--- config.mk ---
export PLATFORM = sky130hd
export DESIGN_NAME = lms_datapath
export DESIGN_NICKNAME = d
export VERILOG_FILES = /design/src/lms_pkg.sv /design/src/lms_datapath.sv
export VERILOG_INCLUDE_DIRS = /design/src
export SDC_FILE = /design/constraint.sdc
export NUM_CORES = 2
export LEC_CHECK = 0
export ABC_AREA = 1
export ABC_CLOCK_PERIOD_IN_PS = 17500
export BUFFER_PORTS_ARGS = -buffer_cell sky130_fd_sc_hd__buf_2
export CORE_MARGIN = 3
export CORE_UTILIZATION = 35
export CTS_CLUSTER_DIAMETER = 60
export DETAILED_ROUTE_END_ITERATION = 12
export GPL_ROUTABILITY_DRIVEN = 0
export GPL_TIMING_DRIVEN = 0
export SETUP_SLACK_MARGIN = 0.5
export SYNTH_ARGS = -nofsm -noshare
export SYNTH_HDL_FRONTEND = slang
export SYNTH_SLANG_ARGS = --single-unit
--- constraint.sdc ---
create_clock -name CLOCK_50 -period 17.5 [get_ports CLOCK_50]
set_input_delay 3.5 -clock CLOCK_50 [delete_from_list [all_inputs] [get_ports CLOCK_50]]
set_output_delay 3.5 -clock CLOCK_50 [all_outputs]
set_load 0.01 [all_outputs]
--- src/lms_defs.svh ---
// Width, delay length and step size macros for the LMS noise canceller
`ifndef LMS_DEFS_SVH
`define LMS_DEFS_SVH

//////////////////////////////////////////////////////////////////////
// Datapath widths
//////////////////////////////////////////////////////////////////////
`define LMS_SAMPLE_W 16   // Codec sample
`define LMS_WORK_W   18   // 2.16 fixed point
`define LMS_ADDR_W   8    // Delay RAM address, 256 words

//////////////////////////////////////////////////////////////////////
// Delay line lengths in frames
//////////////////////////////////////////////////////////////////////
// One 60 Hz period is 800 frames at 48 kHz
`define LMS_DELAY_QUARTER 200   // 90 degrees of the fundamental
`define LMS_DELAY_SIXTH   133   // 60 degrees
`define LMS_DELAY_TWELFTH 67    // 30 degrees

// Adaptation step, mu = 2^-10
`define LMS_MU_SHIFT 10

`endif

--- src/lms_pkg.sv ---
// Sample, 2.16 work word and address types, sample and tap structs, sequencer states
`default_nettype none
`include "lms_defs.svh"

package lms_pkg;

	//////////////////////////////////////////////////////////////////////
	// Scalar types
	//////////////////////////////////////////////////////////////////////
	typedef logic signed [`LMS_SAMPLE_W-1:0] sample_t;   // Codec sample
	typedef logic signed [`LMS_WORK_W-1:0]   work_t;     // Taps, products, error, weights
	typedef logic [`LMS_ADDR_W-1:0]          addr_t;     // Delay RAM address

	// Per-frame input pair
	typedef struct packed {
		sample_t ref_in;     // Line noise reference
		sample_t noisy_in;   // Signal plus noise
	} sample_pair_t;

	// Output pair to the DAC
	typedef struct packed {
		sample_t clean;   // Negated error
		sample_t raw;     // Negated noisy input
	} audio_out_t;

	// Four filter taps
	typedef struct packed {
		work_t x0;   // Current reference
		work_t x1;   // Quarter delay
		work_t x2;   // Sixth delay
		work_t x3;   // Twelfth delay
	} taps_t;

	// Per-frame sequencer
	typedef enum logic [2:0] {
		s_wait,
		s_read,
		s_capture,
		s_write_hold,
		s_update,
		s_advance
	} seq_state_t;

endpackage

`default_nettype wire

--- src/lms_datapath.sv ---
// Four-tap sign-data LMS datapath with tap, weight and output registers
`default_nettype none
`timescale 1ns/1ps
`include "lms_defs.svh"

module lms_datapath (
	input  wire                        CLOCK_50,
	input  wire                        reset,
	input  wire                        capture,       // Latch taps and noisy sample
	input  wire                        update,        // Register outputs
	input  wire                        weight_load,   // Store new weights
	input  wire lms_pkg::sample_pair_t samples_in,
	input  wire lms_pkg::taps_t        delayed,       // x1..x3 from the delay lines
	output lms_pkg::audio_out_t        samples_out
);
	import lms_pkg::*;

	localparam int NTAPS = 4;

	taps_t   taps;           // Taps for this frame
	sample_t noisy_q;        // Noisy sample for this frame
	work_t   tap_x  [NTAPS];
	work_t   weight [NTAPS];
	work_t   prod   [NTAPS];
	work_t   step   [NTAPS];
	work_t   w_next [NTAPS];
	work_t   noisy_x;
	work_t   tap_sum;
	work_t   error;

	// 2.16 multiply, sign bit kept and top integer bits dropped
	function automatic work_t fx_mult(input work_t a, input work_t b);
		logic signed [2*`LMS_WORK_W-1:0] full;
		full = a * b;
		return {full[2*`LMS_WORK_W-1], full[2*`LMS_WORK_W-4:`LMS_WORK_W-2]};
	endfunction

	//////////////////////////////////////////////////////////////////////
	// Tap capture
	//////////////////////////////////////////////////////////////////////
	always_ff @(posedge CLOCK_50)
	begin
		if (capture)
		begin
			taps.x0 <= {samples_in.ref_in, 2'b00};   // Current reference
			taps.x1 <= delayed.x1;
			taps.x2 <= delayed.x2;
			taps.x3 <= delayed.x3;
			noisy_q <= samples_in.noisy_in;
		end
	end

	assign tap_x[0] = taps.x0;
	assign tap_x[1] = taps.x1;
	assign tap_x[2] = taps.x2;
	assign tap_x[3] = taps.x3;

	//////////////////////////////////////////////////////////////////////
	// Filter, error and sign-data update
	//////////////////////////////////////////////////////////////////////
	for (genvar i = 0; i < NTAPS; i++)
	begin : g_tap
		assign prod[i] = fx_mult(weight[i], tap_x[i]);
		// Error steered by tap sign, scaled by mu
		assign step[i]   = (tap_x[i][`LMS_WORK_W-1] ? -error : error) >>> `LMS_MU_SHIFT;
		assign w_next[i] = weight[i] + step[i];
	end

	assign noisy_x = {noisy_q, 2'b00};
	assign tap_sum = prod[0] + prod[1] + prod[2] + prod[3];   // Wraps in 18 bits
	assign error   = noisy_x - tap_sum;

	// Weights frozen until the sequencer allows loading
	always_ff @(posedge CLOCK_50)
	begin
		if (reset)
		begin
			for (int i = 0; i < NTAPS; i++)
				weight[i] <= '0;
		end
		else if (weight_load)
		begin
			for (int i = 0; i < NTAPS; i++)
				weight[i] <= w_next[i];
		end
	end

	//////////////////////////////////////////////////////////////////////
	// Output register
	//////////////////////////////////////////////////////////////////////
	// Codec inverts, so both channels go out negated
	always_ff @(posedge CLOCK_50)
	begin
		if (reset)
			samples_out <= '0;
		else if (update)
		begin
			samples_out.clean <= -error[`LMS_WORK_W-1:2];   // Drop fraction extension
			samples_out.raw   <= -noisy_q;
		end
	end

	a_out_known: assert property (@(posedge CLOCK_50) disable iff (reset)
		!$isunknown(samples_out));

endmodule

`default_nettype wire

==> flow_summary.toml <==
[setup_path]
crit_path_end_kind = "flip-flop"
regToRegSetupSlack_ns = 2.82
cp.arrival_ns = 15.07
cp_slowest_cell = "clkbuf_1"
worstReg2RegStart = "tap_x[53]"
startpoint = "tap_x[53]"
path_max_fanout = 10
rr_worst_depth = 58
cp_data_required_time_ns = 17.89
critPathMaxStageDelay_ns = 0.71
cpMostUsedCell = "fa_1"
r2r_end = "weight[1][15]"
crit_type = "flip-flop to flip-flop"
start_kind = "flip-flop"

[logic_synthesis]
ys_warn_count = 0
synth_top_cells_by_area = "fa_1 (45%), inv_1 (14%), nand2_1 (10%)"
synth_top_area_share_pct = 44.9
syn_area_per_cell_um2 = 8.23
netlist_area_mm2 = 0.0592
ys_seq_elements = 190
synthArstFlopShare_pct = 0
synth_flop_cell = "edfxtp_1"
synth_top_area_cell = "fa_1"
ys_types = 57
seq_area_frac_synth_pct = 9.10
yosys-top-cells-count = "inv_1 (2,277), nand2_1 (1,603), fa_1 (1,326)"
synthCells = 7186
yosysMostFrequentCell = "inv_1"
synth_nets = 9058
synth-edff-count = 158

[hold_path]
hold_path_end = "samples_out[30]"
hold_path_depth = 2
hp-class = "flip-flop to flip-flop"
min_from = "samples_out[30]"

[sta]
slew_headroom_pct = 37.1
setup_tns_ns = 0
rsz0062_at_grt = "false"
post-route-period-util_pct = 83.9
setup_viol = 0
clock.fmax_mhz = 68.1
tightestPinTransition_ns = 0.943
slew_viol_final = 0
finalHoldViolations = 0
fin_skew_ns = 0.0468
fin_ws_ns = 2.82
final.min_clock_period_ns = 14.68

[grt]
grt_max_degree = 59
grt_first_pass_wirelength_um = 266000
grt.overflow.total = 0
met2_usage_pct = 32.3
grt_pass1_vias = 47900
antenna_found_initial = 1
grt-busiest-layer = "met2"
grt_use_met3_pct = 2.92
grt_use_total_pct = 19.7
use_met1_pct = 25.5

[floorplanning]
initial_core_util_pct = 35.3
num_io_pins = 141
die_area_mm2 = 0.174
die_h_um = 417
dieWidth_um = 417
core_area_mm2 = 0.168
num_rows = 150

[placement]
place_ws_ns = 3.19
dp.final_hpwl_um = 141000
port_buffers = 121

[clocking]
clk_pin_slew_worst_paths_ns = 0.10
clock-root-buffer = "clkbuf_16"
clkLatencyLatePin_ns = 0.57
cts-hold-fix-buffers = 0
cts_buffers = 17
post_cts_buffers = 0
cts.sinks = 190
cts_max_level = 4
cts_resized = 0
cts_tree = "done"
cts_buffer_depth = 2

[detailed_routing]
drc_errors = 0
ant_nets = 0
first_pass_iters = 6
viasPerCell = 4.72
drt_iter0_drc = 3353
wl_per_cell_um = 17.4
drt_wl_total_um = 166000
vias = 45100

[final_layout]
drive_gt1_share_pct = 3.45
syn2layout_area_growth_pct = 6.78
nNetsFinal = 9200
nFillCells = 17200

[flow_run]
max-cap-violations = 0

[run_status]
status = "finished clean"
[registers in the layout, indices dropped and copies added, names as in the netlist]
name,count
samples_out,32
noisy_q,16
weight,72
tap_x,70
[critical path: cells and delay by family, from the launching register on]
family	cells	cell delay (ns)
XOR/XNOR	1	0.54
adder cells (fa/ha/maj)	12	5.58
buffers and inverters	10	1.80
AO/OA/AOI/OAI	13	2.94
AND/OR/NAND/NOR	22	2.96
flip-flops	1	0.64
[how the worst max path moves through the flow]
stage / to / slack (ns)
2_1_floorplan: weight[1][15] / 5.94
3_3_place_gp: weight[1][15] / 3.26
3_5_place_dp: weight[1][15] / 3.19
4_1_cts: weight[1][15] / 3.04
5_1_grt: weight[1][15] / 1.95
6_report: weight[1][15] / 2.82
[cells in the final DEF, fill, tap and decap left out, types with 24 or more instances in the layout]
cell type  instances
clkbuf_1         267
inv_1           2277
xnor2_1           51
buf_2            124
fa_1            1326
ha_1             437
nand2_1         1602
xor2_1            85
a21oi_1          220
dfxtp_1           32
nand3_1           86
nor2_1           217
nor3_1            28
o21a_1            24
o21ai_0          135
or2_2             48
edfxtp_1         158
[cells by family after synthesis]
family / synth area share (%)
buffers and inverters: 16.4
DFF: 9.10
and+or+nand+nor: 13.8
adders and majority gates: 54.1
AOI/OAI and AO/OA: 4.48
xor gates and xnor gates: 2.18
[metal layers]
layer,up-vias,part of all wire (%)
li1,20700,-
met1,22500,41
met2,1556,47
met3,292,7.0
met4,0,5.5
met5,-,0
[metrics by stage]
step	util [%]	cell area [um^2]	cells	hold WS, ns
2_1_floorplan	-	59200	7186	0.516
4_1_cts	37.7	63200	9545	0.512
3_3_place_gp	37.3	62500	9511	0.488
3_5_place_dp	37.4	62600	9513	0.493
6_report	37.7	63200	9547	0.510
5_1_grt	37.7	63200	9545	0.524
[final cells by class]
class | count | area [um^2] | share of cell area, %
inverters | 2283 | 8570 | 13.6
diodes | 2 | 5.00 | 0.00792
well taps | 2204 | 2760 | 4.36
clock inverters | 15 | 148 | 0.234
plain buffers | 289 | 1100 | 1.75
multi-input cells | 4424 | 44100 | 69.8
repair buffers | 123 | 667 | 1.06
flip-flops and latches | 190 | 5390 | 8.52
clock buffers | 17 | 425 | 0.673
Power is left out: the tool's default activity adds up to more than one toggle a clock period on the data nets, which glitch-free logic cannot reach.
