## config.mk

```make
export PLATFORM = sky130hd
export DESIGN_NAME = delay_line
export DESIGN_NICKNAME = d
export VERILOG_FILES = /design/src/lms_pkg.sv /design/src/delay_line.sv
export VERILOG_INCLUDE_DIRS = /design/src
export SDC_FILE = /design/constraint.sdc
export NUM_CORES = 2
export LEC_CHECK = 0
export BUFFER_PORTS_ARGS = -buffer_cell sky130_fd_sc_hd__buf_2
export CAP_MARGIN = 25
export CORE_MARGIN = 2
export CORE_UTILIZATION = 60
export DETAILED_ROUTE_END_ITERATION = 10
export HOLD_SLACK_MARGIN = 0.08
export PLACE_DENSITY = 0.72
export SYNTH_ARGS = -nofsm -noshare
export SYNTH_HDL_FRONTEND = slang
export SYNTH_SLANG_ARGS = --single-unit
```

## constraint.sdc

```tcl
create_clock -name CLOCK_50 -period 3.82 [get_ports CLOCK_50]
set_input_delay 0.191 -clock CLOCK_50 [delete_from_list [all_inputs] [get_ports CLOCK_50]]
set_output_delay 0.191 -clock CLOCK_50 [all_outputs]
set_load 0.01 [all_outputs]
```

## src/lms_defs.svh

```systemverilog
// Width, delay length and step size macros for the LMS noise canceller
`ifndef LMS_DEFS_SVH
`define LMS_DEFS_SVH

//////////////////////////////////////////////////////////////////////
// Datapath widths
//////////////////////////////////////////////////////////////////////
`define LMS_SAMPLE_W 16   // Codec sample
`define LMS_WORK_W   18   // 2.16 fixed point
`define LMS_ADDR_W   8    // Delay RAM address, 256 words

//////////////////////////////////////////////////////////////////////
// Delay line lengths in frames
//////////////////////////////////////////////////////////////////////
// One 60 Hz period is 800 frames at 48 kHz
`define LMS_DELAY_QUARTER 200   // 90 degrees of the fundamental
`define LMS_DELAY_SIXTH   133   // 60 degrees
`define LMS_DELAY_TWELFTH 67    // 30 degrees

// Adaptation step, mu = 2^-10
`define LMS_MU_SHIFT 10

`endif

```

## src/lms_pkg.sv

```systemverilog
// Sample, 2.16 work word and address types, sample and tap structs, sequencer states
`default_nettype none
`include "lms_defs.svh"

package lms_pkg;

	//////////////////////////////////////////////////////////////////////
	// Scalar types
	//////////////////////////////////////////////////////////////////////
	typedef logic signed [`LMS_SAMPLE_W-1:0] sample_t;   // Codec sample
	typedef logic signed [`LMS_WORK_W-1:0]   work_t;     // Taps, products, error, weights
	typedef logic [`LMS_ADDR_W-1:0]          addr_t;     // Delay RAM address

	// Per-frame input pair
	typedef struct packed {
		sample_t ref_in;     // Line noise reference
		sample_t noisy_in;   // Signal plus noise
	} sample_pair_t;

	// Output pair to the DAC
	typedef struct packed {
		sample_t clean;   // Negated error
		sample_t raw;     // Negated noisy input
	} audio_out_t;

	// Four filter taps
	typedef struct packed {
		work_t x0;   // Current reference
		work_t x1;   // Quarter delay
		work_t x2;   // Sixth delay
		work_t x3;   // Twelfth delay
	} taps_t;

	// Per-frame sequencer
	typedef enum logic [2:0] {
		s_wait,
		s_read,
		s_capture,
		s_write_hold,
		s_update,
		s_advance
	} seq_state_t;

endpackage

`default_nettype wire

```

## src/delay_line.sv

```systemverilog
// Circular delay line, 256-word synchronous RAM with wrapping in and out pointers
`default_nettype none
`timescale 1ns/1ps
`include "lms_defs.svh"

module delay_line #(
	parameter int DEPTH = `LMS_DELAY_QUARTER
) (
	input  wire                   CLOCK_50,
	input  wire                   reset,
	input  wire                   rd_addr,      // Read phase, out pointer on the RAM
	input  wire                   capture,      // First write cycle
	input  wire                   write_hold,   // Second write cycle
	input  wire                   advance,      // Step both pointers
	input  wire lms_pkg::sample_t din,
	output lms_pkg::sample_t      dout,
	output logic                  wrapped
);
	import lms_pkg::*;

	localparam int    RAM_SIZE = 1 << `LMS_ADDR_W;
	localparam addr_t LAST     = addr_t'(DEPTH);   // Pointers run 0..DEPTH

	sample_t mem [RAM_SIZE];
	addr_t   ptr_in, ptr_out;
	addr_t   ram_addr;
	sample_t wr_data;     // Reference latched on capture
	sample_t ram_wdata;
	logic    ram_we;

	function automatic addr_t ptr_step(input addr_t p);
		return (p == LAST) ? '0 : p + 1'b1;
	endfunction

	// History starts silent
	initial
	begin
		for (int i = 0; i < RAM_SIZE; i++)
			mem[i] = '0;
	end

	assign ram_addr  = rd_addr ? ptr_out : ptr_in;
	assign ram_we    = capture | write_hold;
	assign ram_wdata = capture ? din : wr_data;   // Same word on both write cycles
	assign wrapped   = advance && (ptr_in == LAST);

	always_ff @(posedge CLOCK_50)
	begin
		if (ram_we)
			mem[ram_addr] <= ram_wdata;
		dout <= mem[ram_addr];   // Old word on a write cycle
		if (capture)
			wr_data <= din;
	end

	// Out pointer leads in pointer by one slot
	always_ff @(posedge CLOCK_50)
	begin
		if (reset)
		begin
			ptr_in  <= '0;
			ptr_out <= addr_t'(1);
		end
		else if (advance)
		begin
			ptr_in  <= ptr_step(ptr_in);
			ptr_out <= ptr_step(ptr_out);
		end
	end

	a_ptr_range: assert property (@(posedge CLOCK_50) disable iff (reset)
		(ptr_in <= LAST) && (ptr_out <= LAST));

endmodule

`default_nettype wire

```

==> metrics.md <==
| Metric | Value |
|---|---|
| Top Ports | 39 |
| Sequential area share after synthesis | 78.6% |
| DR vias | 80800 |
| Unrepaired setup endpoints after global routing | false |
| Worst setup SP type | flop |
| H-tree depth | 5 |
| Net Sw Frac | 21.9% |
| Worst setup path category | reg2reg |
| I/O Buffers | 38 |
| First-pass GRT wire length | 591000 um |
| Starting Density | 60.2% |
| Die area | 267000 um2 |
| Sw Pwr | 21.4 mW |
| 1st-pass router iterations | 6 |
| Cells after synthesis | 7372 |
| Vias/cell | 6.75 |
| Yosys Warn Count | 0 |
| Root buf cell | clkbuf_16 |
| Final hold viol count | 0 |
| Worst EP required | 4580 ps |
| CTS clk-pin slew, worst paths | roughly 60 ps |
| CP max FO | 33 |
| CORE AREA | 262000 um2 |
| Slew @ Worst Pin | 1180 ps |
| Pins over their slew limit | 0 |
| Post-CTS setup buffer count | 0 |
| TritonCTS clock tree | built |
| Minimum clock period | a little under 4000 ps |
| Failing checks | negative setup slack |
| GRT overflow | 0 |
| PnR worst setup slack | -44.5 ps |
| Final HPWL DP | 253000 um |
| Sequential share of power | 52.0% |
| F_max | 259 MHz |
| Post-DRT Antenna Nets | 0 |
| Syn Std Cell Area | 158000 um2 |
| Max cap viols | 0 |
| GPL Wtd Cong | 0.918 |
| Leading cell types in the layout, fill and taps excluded | edfxtp_1 (4096), nand2_1 (1045), mux4_2 (1024) |
| GRT Total Usage | 31.4% |
| Post-synth EDFFs | 4096 |
| Post-synth cell types | 38 |
| Worst hold path class | in2reg |
| P_leak | between 50 and 60 nW |
| Initial DRC Count | 13700 |
| Worst Clk Skew | 57.9 ps |
| CP arrival | roughly 4600 ps |
| Initial antenna violation count | 22 |
| Num CTS Buffers | between 400 and 500 |
| Slew HR | a little over a fifth |
| Syn_area_per_cell | 21.4 um2 |
| Final #Nets | 8143 |
| Clock sink count | roughly 4100 |
| Std cell rows | 188 |
| Vias in the first global route | 79500 |
| Synth Register Bits | 4144 |
| Post-route DRC | 0 |
| Area grow syn2layout | 14.7% |
| Synth Flop Type | edfxtp_1 |
| Share of cells above drive strength 1 | 28.7% |
| Die Y | between 500 and 600 um |
| Final setup viols | 1 |
| Routed WL per cell | 34.6 um |
| Largest net degree at the start of global routing | 130 |
| Outcome | complete, but fails checks |
| Worst setup EP type | flop |
| Post-synthesis async set-or-reset flop share | 0% |
| Peak supply drop | 0.439 mV |
| Chip width | between 500 and 600 um |
| # fillers | 15300 |
| Internal Power | 76.4 mW |
| Final period util | 101% |
| Cell Pwr Density | roughly 540 nW/um2 |
| Clock power share | 40.5% |
| Syn nets | 7398 |
| Clock latency on the worst-skew pair | 940 ps |
| Comb power frac | 7.5% |
| Post-route cell area | 181000 um2 |
| Placed instance area | approximately 170000 um2 |
| Most common cell after layout, fill and taps aside | edfxtp_1 |
| CTS max path bufs | 4 |
| Routed WL | 415000 um |
| Setup_tns | -44.5 ps |
-- power by group through the flow --
stage          clock, mW  sequential [mW]  combinational [mW]
3_3_place_gp           0             51.8                7.14
6_report            39.6             50.8                7.35
5_1_grt             41.6             50.8                7.70
3_5_place_dp           0             51.8                7.31
4_1_cts             39.9             50.8                7.36
2_1_floorplan          0             51.9                4.38
-- worst max-delay path, cell delays in order (launching register included) --
cell and delay (ps):
dfxtp_1 360, mux2_8 440, buf_12 290, buf_12 300
mux4_2 550, nand2_1 110, a41oi_1 330, o41ai_1 1020
o2111ai_1 200
-- area by class of cell --
cell class | count | area, um2 | share of cell area (%)
clock buffers | 481 | 10600 | 5.88
clock inverters | 255 | 2450 | 1.35
inverters | 9 | 33.8 | 0.0187
flip-flops and latches | 4144 | 124000 | 68.5
well taps | 3515 | 4400 | 2.43
diodes | 17 | 42.5 | 0.0235
repair buffers | 761 | 7080 | 3.91
multi-input cells | 2795 | 32300 | 17.9
-- cells by family after synthesis --
kind of cell	share of synthesized area, %
adder cells (fa/ha/maj)	0.0317
flip-flops	78.6
multiplexers	14.8
XOR/XNOR	0.0722
AO/OA/AOI/OAI	1.87
buffers and inverters	1.26
AND/OR/NAND/NOR	3.40
-- synthesized netlist by cell type (4+ instances only) --
| library cell | instances | area share [%] |
|---|---|---|
| edfxtp_1 | 4096 | 78 |
| ha_1 | 4 | 0.032 |
| xor2_1 | 7 | 0.039 |
| a41oi_1 | 256 | 1.4 |
| buf_1 | 60 | 0.14 |
| buf_4 | 54 | 0.26 |
| nand3_1 | 8 | 0.025 |
| buf_6 | 6 | 0.043 |
| nor3_1 | 9 | 0.029 |
| o41ai_1 | 42 | 0.23 |
| nand2_1 | 1061 | 2.5 |
| nand4_1 | 4 | 0.016 |
| or2_2 | 5 | 0.020 |
| buf_2 | 89 | 0.28 |
| dfxtp_1 | 48 | 0.61 |
| mux4_2 | 1024 | 15 |
| a21oi_1 | 4 | 0.013 |
| nor4_1 | 16 | 0.063 |
| o41ai_2 | 6 | 0.062 |
| clkbuf_1 | 216 | 0.51 |
| o2111ai_1 | 16 | 0.089 |
| a21o_1 | 4 | 0.019 |
| nor2_1 | 280 | 0.67 |
| mux2_2 | 17 | 0.12 |
| inv_1 | 9 | 0.021 |
| xnor2_1 | 6 | 0.033 |
| o21ai_0 | 4 | 0.013 |
-- per-layer routing --
layer	track usage [%]	part of all wire (%)	wire (um)	vias to the layer above
li1	-	-	-	31900
met3	7.07	13	54000	745
met5	0	0.019	79	-
met4	12.2	4.4	18400	12
met2	46.5	46	191000	5798
met1	46.3	37	152000	42300
-- flip-flops by register name, summed over array words and instances, names as in the netlist --
| register | cells |
|---|---|
| wr_data | 16 |
| ptr_in | 8 |
| ptr_out | 8 |
| mem | 4096 |
| dout | 16 |
-- repair_timing --
action	in CTS	in global routing
endpoints found under the setup margin	5	5
gates cloned	0	1
resized for setup	6	2
hold buffers	10	1
endpoints found under the hold margin	27	1
-- stage by stage --
step / utilization, % / hold WS (ps) / worst slack [ps] / std cells / power (mW)
2_1_floorplan: - / 263 / 544 / 7372 / 56.3
3_3_place_gp: 64.0 / 403 / -402 / 11200 / 58.9
3_5_place_dp: 64.0 / 402 / -330 / 11200 / 59.1
4_1_cts: 69.1 / 91.0 / 22.6 / 12000 / 98.1
5_1_grt: 69.1 / 101 / 2.17 / 12000 / 100
6_report: 69.1 / 76.0 / -44.5 / 12000 / 97.8
-- path summary, 6_finish.rpt --
kind | startpoint | to | slack [ps] | depth (start not counted)
worst max register to register | ptr_out[0] | dout[8] | -40 | 8
worst min-delay path | din[1] | wr_data[1] | 80 | 2
worst min register to register | ptr_out[6] | ptr_out[6] | 630 | 2
worst max-delay path | ptr_out[0] | dout[8] | -40 | 8
Power figures use the tool's default switching activity.
