### config.mk
export PLATFORM = sky130hd
export DESIGN_NAME = sample_sequencer
export DESIGN_NICKNAME = d
export VERILOG_FILES = /design/src/lms_pkg.sv /design/src/sample_sequencer.sv
export VERILOG_INCLUDE_DIRS = /design/src
export SDC_FILE = /design/constraint.sdc
export NUM_CORES = 1
export LEC_CHECK = 0
export ABC_AREA = 1
export BUFFER_PORTS_ARGS = -buffer_cell sky130_fd_sc_hd__buf_2
export CAP_MARGIN = 10
export CORE_AREA = 2 2 39 41
export CTS_BUF_LIST = sky130_fd_sc_hd__clkbuf_4
export CTS_CLUSTER_SIZE = 16
export DETAILED_ROUTE_END_ITERATION = 12
export DIE_AREA = 0 0 41 43
export PLACE_DENSITY_LB_ADDON = 0.12
export SLEW_MARGIN = 10
export SYNTH_ARGS = -nofsm -noshare
export SYNTH_HDL_FRONTEND = slang
export SYNTH_SLANG_ARGS = --single-unit
### constraint.sdc
create_clock -name CLOCK_50 -period 0.9 [get_ports CLOCK_50]
set_input_delay 0.18 -clock CLOCK_50 [delete_from_list [all_inputs] [get_ports CLOCK_50]]
set_output_delay 0.18 -clock CLOCK_50 [all_outputs]
set_load 0.005 [all_outputs]
### src/lms_defs.svh
// Width, delay length and step size macros for the LMS noise canceller
`ifndef LMS_DEFS_SVH
`define LMS_DEFS_SVH

//////////////////////////////////////////////////////////////////////
// Datapath widths
//////////////////////////////////////////////////////////////////////
`define LMS_SAMPLE_W 16   // Codec sample
`define LMS_WORK_W   18   // 2.16 fixed point
`define LMS_ADDR_W   8    // Delay RAM address, 256 words

//////////////////////////////////////////////////////////////////////
// Delay line lengths in frames
//////////////////////////////////////////////////////////////////////
// One 60 Hz period is 800 frames at 48 kHz
`define LMS_DELAY_QUARTER 200   // 90 degrees of the fundamental
`define LMS_DELAY_SIXTH   133   // 60 degrees
`define LMS_DELAY_TWELFTH 67    // 30 degrees

// Adaptation step, mu = 2^-10
`define LMS_MU_SHIFT 10

`endif

### src/lms_pkg.sv
// Sample, 2.16 work word and address types, sample and tap structs, sequencer states
`default_nettype none
`include "lms_defs.svh"

package lms_pkg;

	//////////////////////////////////////////////////////////////////////
	// Scalar types
	//////////////////////////////////////////////////////////////////////
	typedef logic signed [`LMS_SAMPLE_W-1:0] sample_t;   // Codec sample
	typedef logic signed [`LMS_WORK_W-1:0]   work_t;     // Taps, products, error, weights
	typedef logic [`LMS_ADDR_W-1:0]          addr_t;     // Delay RAM address

	// Per-frame input pair
	typedef struct packed {
		sample_t ref_in;     // Line noise reference
		sample_t noisy_in;   // Signal plus noise
	} sample_pair_t;

	// Output pair to the DAC
	typedef struct packed {
		sample_t clean;   // Negated error
		sample_t raw;     // Negated noisy input
	} audio_out_t;

	// Four filter taps
	typedef struct packed {
		work_t x0;   // Current reference
		work_t x1;   // Quarter delay
		work_t x2;   // Sixth delay
		work_t x3;   // Twelfth delay
	} taps_t;

	// Per-frame sequencer
	typedef enum logic [2:0] {
		s_wait,
		s_read,
		s_capture,
		s_write_hold,
		s_update,
		s_advance
	} seq_state_t;

endpackage

`default_nettype wire

### src/sample_sequencer.sv
// Frame one-shot, per-frame sequencing FSM and buffer-full weight interlock
`default_nettype none
`timescale 1ns/1ps

module sample_sequencer (
	input  wire  CLOCK_50,
	input  wire  reset,
	input  wire  lrck,          // Frame level
	input  wire  tap_wrapped,   // Quarter line in pointer wrapped
	output logic rd_addr,
	output logic capture,
	output logic write_hold,
	output logic update,
	output logic weight_load,
	output logic advance,
	output logic out_valid
);
	import lms_pkg::*;

	seq_state_t state, state_next;
	logic       lrck_q;         // Last lrck sample
	logic       frame_start;
	logic       buffer_full;    // Longest history filled once

	// Rising lrck seen on the clock
	assign frame_start = lrck && !lrck_q;

	always_ff @(posedge CLOCK_50)
	begin
		if (reset)
		begin
			state       <= s_wait;
			lrck_q      <= 1'b1;   // Need lrck low before the first frame
			buffer_full <= 1'b0;
			out_valid   <= 1'b0;
		end
		else
		begin
			state     <= state_next;
			lrck_q    <= lrck;
			out_valid <= update;   // Outputs registered on update
			if (tap_wrapped)
				buffer_full <= 1'b1;   // Held until reset
		end
	end

	//////////////////////////////////////////////////////////////////////
	// One pass per frame
	//////////////////////////////////////////////////////////////////////
	always_comb
	begin
		state_next = state;
		case (state)
			s_wait:       if (frame_start) state_next = s_read;
			s_read:       state_next = s_capture;
			s_capture:    state_next = s_write_hold;
			s_write_hold: state_next = s_update;
			s_update:     state_next = s_advance;
			s_advance:    state_next = s_wait;
			default:      state_next = s_wait;
		endcase
	end

	assign rd_addr     = (state == s_read);
	assign capture     = (state == s_capture);
	assign write_hold  = (state == s_write_hold);
	assign update      = (state == s_update);
	assign advance     = (state == s_advance);
	assign weight_load = update && buffer_full;   // Adapt only on full history

	// Quarter line wraps only on the pointer step
	a_wrap_on_advance: assert property (@(posedge CLOCK_50) disable iff (reset)
		tap_wrapped |-> advance);

	a_frame_idle: assert property (@(posedge CLOCK_50) disable iff (reset)
		frame_start |-> state == s_wait);

endmodule

`default_nettype wire

==> results of run 1 <==
[power groups by stage]
stage / clock network [mW] / registers, mW / logic [mW]
floorplan: 0 / 0.321 / 0.0751
global placement: 0 / 0.325 / 0.151
detailed placement: 0 / 0.325 / 0.147
CTS: 0.261 / 0.331 / 0.161
global route: 0.274 / 0.339 / 0.202
finish: 0.250 / 0.335 / 0.174
[path summary, 6_finish.rpt]
path                               endpoint  slack (ps)  cells after the start
worst max-delay path            weight_load        -260                      4
worst min-delay path                 lrck_q         140                      2
worst max register to register     state[2]         -60                      5
worst min register to register  buffer_full         480                      2
[final cells by class]
cell class	instances	area (um^2)
multi-input combinational	23	126
tap	16	20.0
inverter	8	30.0
timing repair buffer	19	135
clock buffer	3	22.5
sequential	6	131
fill	158	918
[synthesized netlist by cell type]
cell,number,area [um^2]
sky130_fd_sc_hd__nor2_2,2,12.5
sky130_fd_sc_hd__nand2_1,7,26.3
sky130_fd_sc_hd__dfxtp_1,6,120
sky130_fd_sc_hd__nor3_1,3,15.0
sky130_fd_sc_hd__nand2_2,2,12.5
sky130_fd_sc_hd__inv_1,8,30.0
sky130_fd_sc_hd__o21ai_2,1,8.76
sky130_fd_sc_hd__nor2_1,6,22.5
sky130_fd_sc_hd__nand3_1,1,5.00
sky130_fd_sc_hd__or2_2,1,6.26
[worst max-delay path, cell delays in order, from the launching register on]
cell                      delay, ps
sky130_fd_sc_hd__dfxtp_4        360
sky130_fd_sc_hd__nor2_4         120
sky130_fd_sc_hd__nand2_2         80
sky130_fd_sc_hd__nor2_1          80
sky130_fd_sc_hd__buf_2          110
[state kept, by name (all words and copies together), names as in the netlist]
register and count:
lrck_q 1, buffer_full 1, state 3, out_valid 1
[through the flow]
step / hold WS [ps] / std cells / power [mW]
3_5_place_dp: 394 / 69 / 0.472
5_1_grt: 139 / 75 / 0.814
3_3_place_gp: 390 / 69 / 0.476
2_1_floorplan: 252 / 37 / 0.396
6_report: 137 / 75 / 0.759
4_1_cts: 137 / 73 / 0.752
[logic make-up (layout without fill, tap and decap cells)]
| family | Yosys count | count (layout) | share of synthesized area, % |
|---|---|---|---|
| flip-flops | 6 | 6 | 46.4 |
| AO/OA/AOI/OAI | 1 | 1 | 3.38 |
| buffers and inverters | 8 | 30 | 11.6 |
| AND/OR/NAND/NOR | 22 | 22 | 38.6 |
[metal layers]
metal / vias up / GRT usage, % / wire [um]
li1: 156 / - / -
met4: 0 / 10.0 / 26
met5: - / 0 / 0
met3: 4 / 3.66 / 41
met1: 110 / 11.9 / 272
met2: 8 / 11.6 / 259
[timing repair]
item                       in CTS  in global routing
resized for setup               9                  6
setup buffers                   1                  2
pin swaps                       2                  2
gates cloned                    0                  0
setup endpoints to repair       8                  8
==> flow_summary_export.csv, run 1 <==
group,metric,value,unit
layout,mostFrequentLayoutCell,"sky130_fd_sc_hd__buf_2",
layout,area.growth.synth_to_final,79.7,%
sta,clock_skew,0.445,ps
run_status,outcome,"finished, violations left",
critical_path,worstPathRequired,720,ps
power,power-per-cell-area,1630,mW/mm^2
sta,slew_viol_final,0,
floorplanning,pin_count,11,
floorplanning,start_util,18.7,%
drt,routed_via_density,3.71,
sta,grt_setup_unrepaired,"yes",
floorplanning,fp.dieH,43,um
clock_tree,numClockSinks,6,
clock_tree,cts_max_path_buffers,2,
clock_tree,clkSlewWorstSetupHoldPaths,40,ps
drt,wl,600,um
critical_path,criticalPathCategory,"reg -> out",
min_path,min-delay-start,"lrck",
drt,drt_drc_violations_left,0,
critical_path,arrival_time_of_the_worst_setup_path,980,ps
run_status,failed_checks,"negative setup slack",
logic_synthesis,avgSynthCellArea,7.00,um^2
grt,number_of_global_route_vias_before_repair,263,
logic_synthesis,yosysUniqueCellTypes,10,
layout,fin_area,465,um^2
critical_path,end_kind,"primary output",
layout,commonest_cells_after_routing_fill_and_taps_aside,"sky130_fd_sc_hd__buf_2, sky130_fd_sc_hd__nand2_1, sky130_fd_sc_hd__inv_1",
power,power_switching_share,28.3,%
min_path,hold_class,"in -> reg",
grt,globalRoute.totalOverflow,0,
critical_path,critPathLaunchType,"flip-flop",
clock_tree,cts_max_level,1,
floorplanning,die-width,41,um
power,combinationalPowerShare,22.9,%
sta,fin_ws,-265,ps
sta,report.final.hold_viol_count,0,
placement,place.detailed.hpwl,411,um
power,clockPowerShare,33.0,%
clock_tree,cts-hold-fix-buffers,0,
drt,wl_per_cell,8.00,um
power,p_switching,0.215,mW
placement,portBuffers,10,
floorplanning,die_area,0.00176,mm^2
flow_run,cap_viol_max_count,0,
placement,gp_congestion,0.679,
layout,drive_above_1_share,57.6,%
logic_synthesis,seq_total_area_yosys,46.4,%
grt,grt_max_degree,7,
placement,postPlaceCellArea,374,um^2
clock_tree,clk-insertion-delay-late,250,ps
critical_path,worstPathMaxFanout,4,
sta,worstMarginPinSlew,139,ps
drt,antenna_violating_nets_post_route,0,
placement,post-place-ws,-68.5,ps
sta,fin_tns_setup,-1360,ps
sta,max_freq,859,MHz
layout,design.final.nets,65,
grt,globalRouteTotalUtil,9.64,%
clock_tree,ctsRootBufferMaster,"sky130_fd_sc_hd__clkbuf_4",
sta,max_slew_margin,90.7,%
logic_synthesis,post_synth_inst_count,37,
clock_tree,number_of_cts_inserted_buffers,3,
critical_path,worstReg2RegStart,"state[0]",
power,power.sequential.fraction,44.1,%
power,static_power_due_to_leakage,0.257,nW
power,internal_power,0.544,mW
power,maximum_resistive_drop_on_vdd,0.632,mV
grt,initial_antenna_violation_count,0,
layout,layout.core_utilization,33.6,%
floorplanning,fp.coreArea,0.00138,mm^2
grt,wire_length_of_the_first_global_routing_pass,1080,um
drt,drt_iter0_markers,3,
drt,drtPass1Iterations,3,
floorplanning,floorplan.rows,14,
drt,route.vias.total,278,
critical_path,worst_setup_path_startpoint,"state[0]",
layout,antenna_diodes,0,
logic_synthesis,synth.net_count,41,
sta,final_min_period_over_clock_period,129,%
sta,setup_viol_count_final,8,
clock_tree,tritoncts,"done",
sta,period_minus_slack,1160,ps
logic_synthesis,synth_area,259,um^2
logic_synthesis,ff_latch_count_synth,6,
logic_synthesis,ys_warn_count,0,
Note: power is estimated with default switching activity, not from simulation.
==> inputs of run 2 (changes only) <==
- CELL_PAD_IN_SITES_DETAIL_PLACEMENT: unset -> 0
- CELL_PAD_IN_SITES_GLOBAL_PLACEMENT: unset -> 2
==> flow_summary_export.csv, run 2 (synthesized netlist as in run 1, its figures left out) <==
group,metric,value,unit
grt,initial_antenna_violation_count,0,
layout,antenna_diodes,0,
critical_path,cp_slowest_stage_delay,360,ps
layout,fin_area,413,um^2
critical_path,worstPathRequired,720,ps
power,total_power,0.734,mW
clock_tree,number_of_cts_inserted_buffers,3,
drt,route.vias.total,260,
sta,period_minus_slack,1160,ps
layout,layout.core_utilization,29.8,%
clock_tree,cts_max_path_buffers,2,
sta,slew_viol_final,0,
power,power-per-cell-area,1780,mW/mm^2
critical_path,criticalPathCategory,"reg -> out",
drt,drtPass1Iterations,1,
clock_tree,ctsRootBufferMaster,"sky130_fd_sc_hd__clkbuf_4",
drt,antenna_violating_nets_post_route,0,
critical_path,worstPathMaxFanout,4,
power,internal_power,0.529,mW
critical_path,arrival_time_of_the_worst_setup_path,980,ps
floorplanning,fp.coreArea,0.00138,mm^2
layout,final_layout_fill_cell_count,167,
layout,commonest_cells_after_routing_fill_and_taps_aside,"sky130_fd_sc_hd__buf_2, sky130_fd_sc_hd__inv_1, sky130_fd_sc_hd__nand2_1",
power,clockPowerShare,33.4,%
sta,max_freq,861,MHz
min_path,hold-path-endpoint,"buffer_full",
placement,place_inst,65,
clock_tree,tritoncts,"done",
grt,globalRoute.totalOverflow,0,
sta,grt_setup_unrepaired,"yes",
placement,portBuffers,10,
sta,max_slew_margin,90.3,%
sta,fin_ws,-261,ps
grt,grt_max_degree,8,
critical_path,end_kind,"primary output",
critical_path,worst_r2r_endpoint,"state[2]",
floorplanning,fp.dieH,43,um
placement,gp_congestion,0.641,
power,maximum_resistive_drop_on_vdd,0.724,mV
power,p_switching,0.205,mW
placement,place.detailed.hpwl,419,um
layout,mostFrequentLayoutCell,"sky130_fd_sc_hd__buf_2",
placement,postPlaceCellArea,344,um^2
clock_tree,clkSlewWorstSetupHoldPaths,50,ps
sta,setup_viol_count_final,7,
floorplanning,start_util,18.7,%
layout,area.growth.synth_to_final,59.4,%
critical_path,cp_delay_by_family_top,"flip-flops",
layout,drive_above_1_share,53.7,%
drt,routed_via_density,3.71,
sta,clock_skew,2.41,ps
sta,worst_hold_slack,141,ps
power,power.sequential.fraction,45.3,%
critical_path,cp_max_delay_cell,"sky130_fd_sc_hd__dfxtp_4",
clock_tree,cts-hold-fix-buffers,0,
drt,drt_drc_violations_left,0,
layout,design.final.nets,60,
grt,wire_length_of_the_first_global_routing_pass,931,um
clock_tree,numClockSinks,6,
critical_path,rrSetupSlack,-60,ps
layout,largest_register_ff_count,3,
drt,wl_per_cell,8.14,um
min_path,min-delay-start,"tap_wrapped",
drt,drt_iter0_markers,0,
clock_tree,cts_max_level,1,
run_status,outcome,"finished, violations left",
flow_run,cap_viol_max_count,0,
floorplanning,pin_count,11,
floorplanning,die-width,41,um
sta,worstMarginPinSlew,144,ps
min_path,hold-path-cell-count,3,
critical_path,critPathLaunchType,"flip-flop",
floorplanning,die_area,0.00176,mm^2
clock_tree,clk-insertion-delay-late,240,ps
min_path,hold_class,"in -> reg",
layout,max_flop_register,"state",
critical_path,worstReg2RegStart,"state[0]",
critical_path,count_of_buffering_cells_on_the_critical_path_with_inverters_included,1,
grt,number_of_global_route_vias_before_repair,234,
floorplanning,floorplan.rows,14,
sta,report.final.hold_viol_count,0,
run_status,failed_checks,"negative setup slack",
drt,wl,570,um
layout,layout.cells.non_filler,70,
critical_path,crit_chain,"nor2_4, nand2_2, nor2_1, buf_2",
sta,final_min_period_over_clock_period,129,%
power,combinationalPowerShare,21.3,%
critical_path,timing.reg2reg.worst_path_depth,5,
power,static_power_due_to_leakage,0.230,nW
power,power_switching_share,27.9,%
grt,globalRouteTotalUtil,8.27,%
[run 2: power groups by stage]
| stage | Combinational, mW | Sequential (mW) | Clock, mW |
|---|---|---|---|
| floorplan | 0.0751 | 0.321 | 0 |
| global placement | 0.136 | 0.326 | 0 |
| detailed placement | 0.138 | 0.326 | 0 |
| CTS | 0.149 | 0.333 | 0.269 |
| global route | 0.180 | 0.338 | 0.281 |
| finish | 0.156 | 0.332 | 0.245 |
[run 2: through the flow]
| stage | TNS [ps] | setup WS, ps |
|---|---|---|
| floorplan | 0 | 25.0 |
| global placement | -244 | -117 |
| detailed placement | -231 | -106 |
| CTS | -1500 | -282 |
| global route | -1940 | -345 |
| finish | -1410 | -261 |
[run 2: worst max path at each step]
stage             start     endpoint  slack, ps  cells after the start
2_1_floorplan  state[1]  weight_load         20                      3
3_3_place_gp   state[2]      advance       -120                      3
3_5_place_dp   state[2]      advance       -110                      3
4_1_cts        state[0]  weight_load       -280                      4
5_1_grt        state[1]  weight_load       -350                      4
6_report       state[0]  weight_load       -260                      4
[run 2: tightest hold or removal path, stage by stage]
cell	delay (ps)
sky130_fd_sc_hd__buf_2	70
sky130_fd_sc_hd__nor2_1	30
sky130_fd_sc_hd__nor2_1	60
[run 2: what timing repair did]
action | CTS | global route
resized for setup | 7 | 4
gates cloned | 0 | 0
setup endpoints to repair | 7 | 7
pin swaps | 2 | 3
buffers inserted | 1 | 2
[run 2: area by class of cell]
cell class	instances	area, um^2	area share [%]
clock buffers	3	22.5	5.45
repair buffers	14	80.1	19.4
well taps	16	20.0	4.85
flip-flops and latches	6	131	31.8
inverters	8	30.0	7.27
multi-input cells	23	129	31.2
[run 2: layer usage]
metal  vias up  wire length, um  global-route usage, %
met5         -                0                      0
met4         0                0                   6.00
met3         0               40                   3.14
met2         7              296                   11.3
met1       108              233                   10.1
li1        145                -                      -
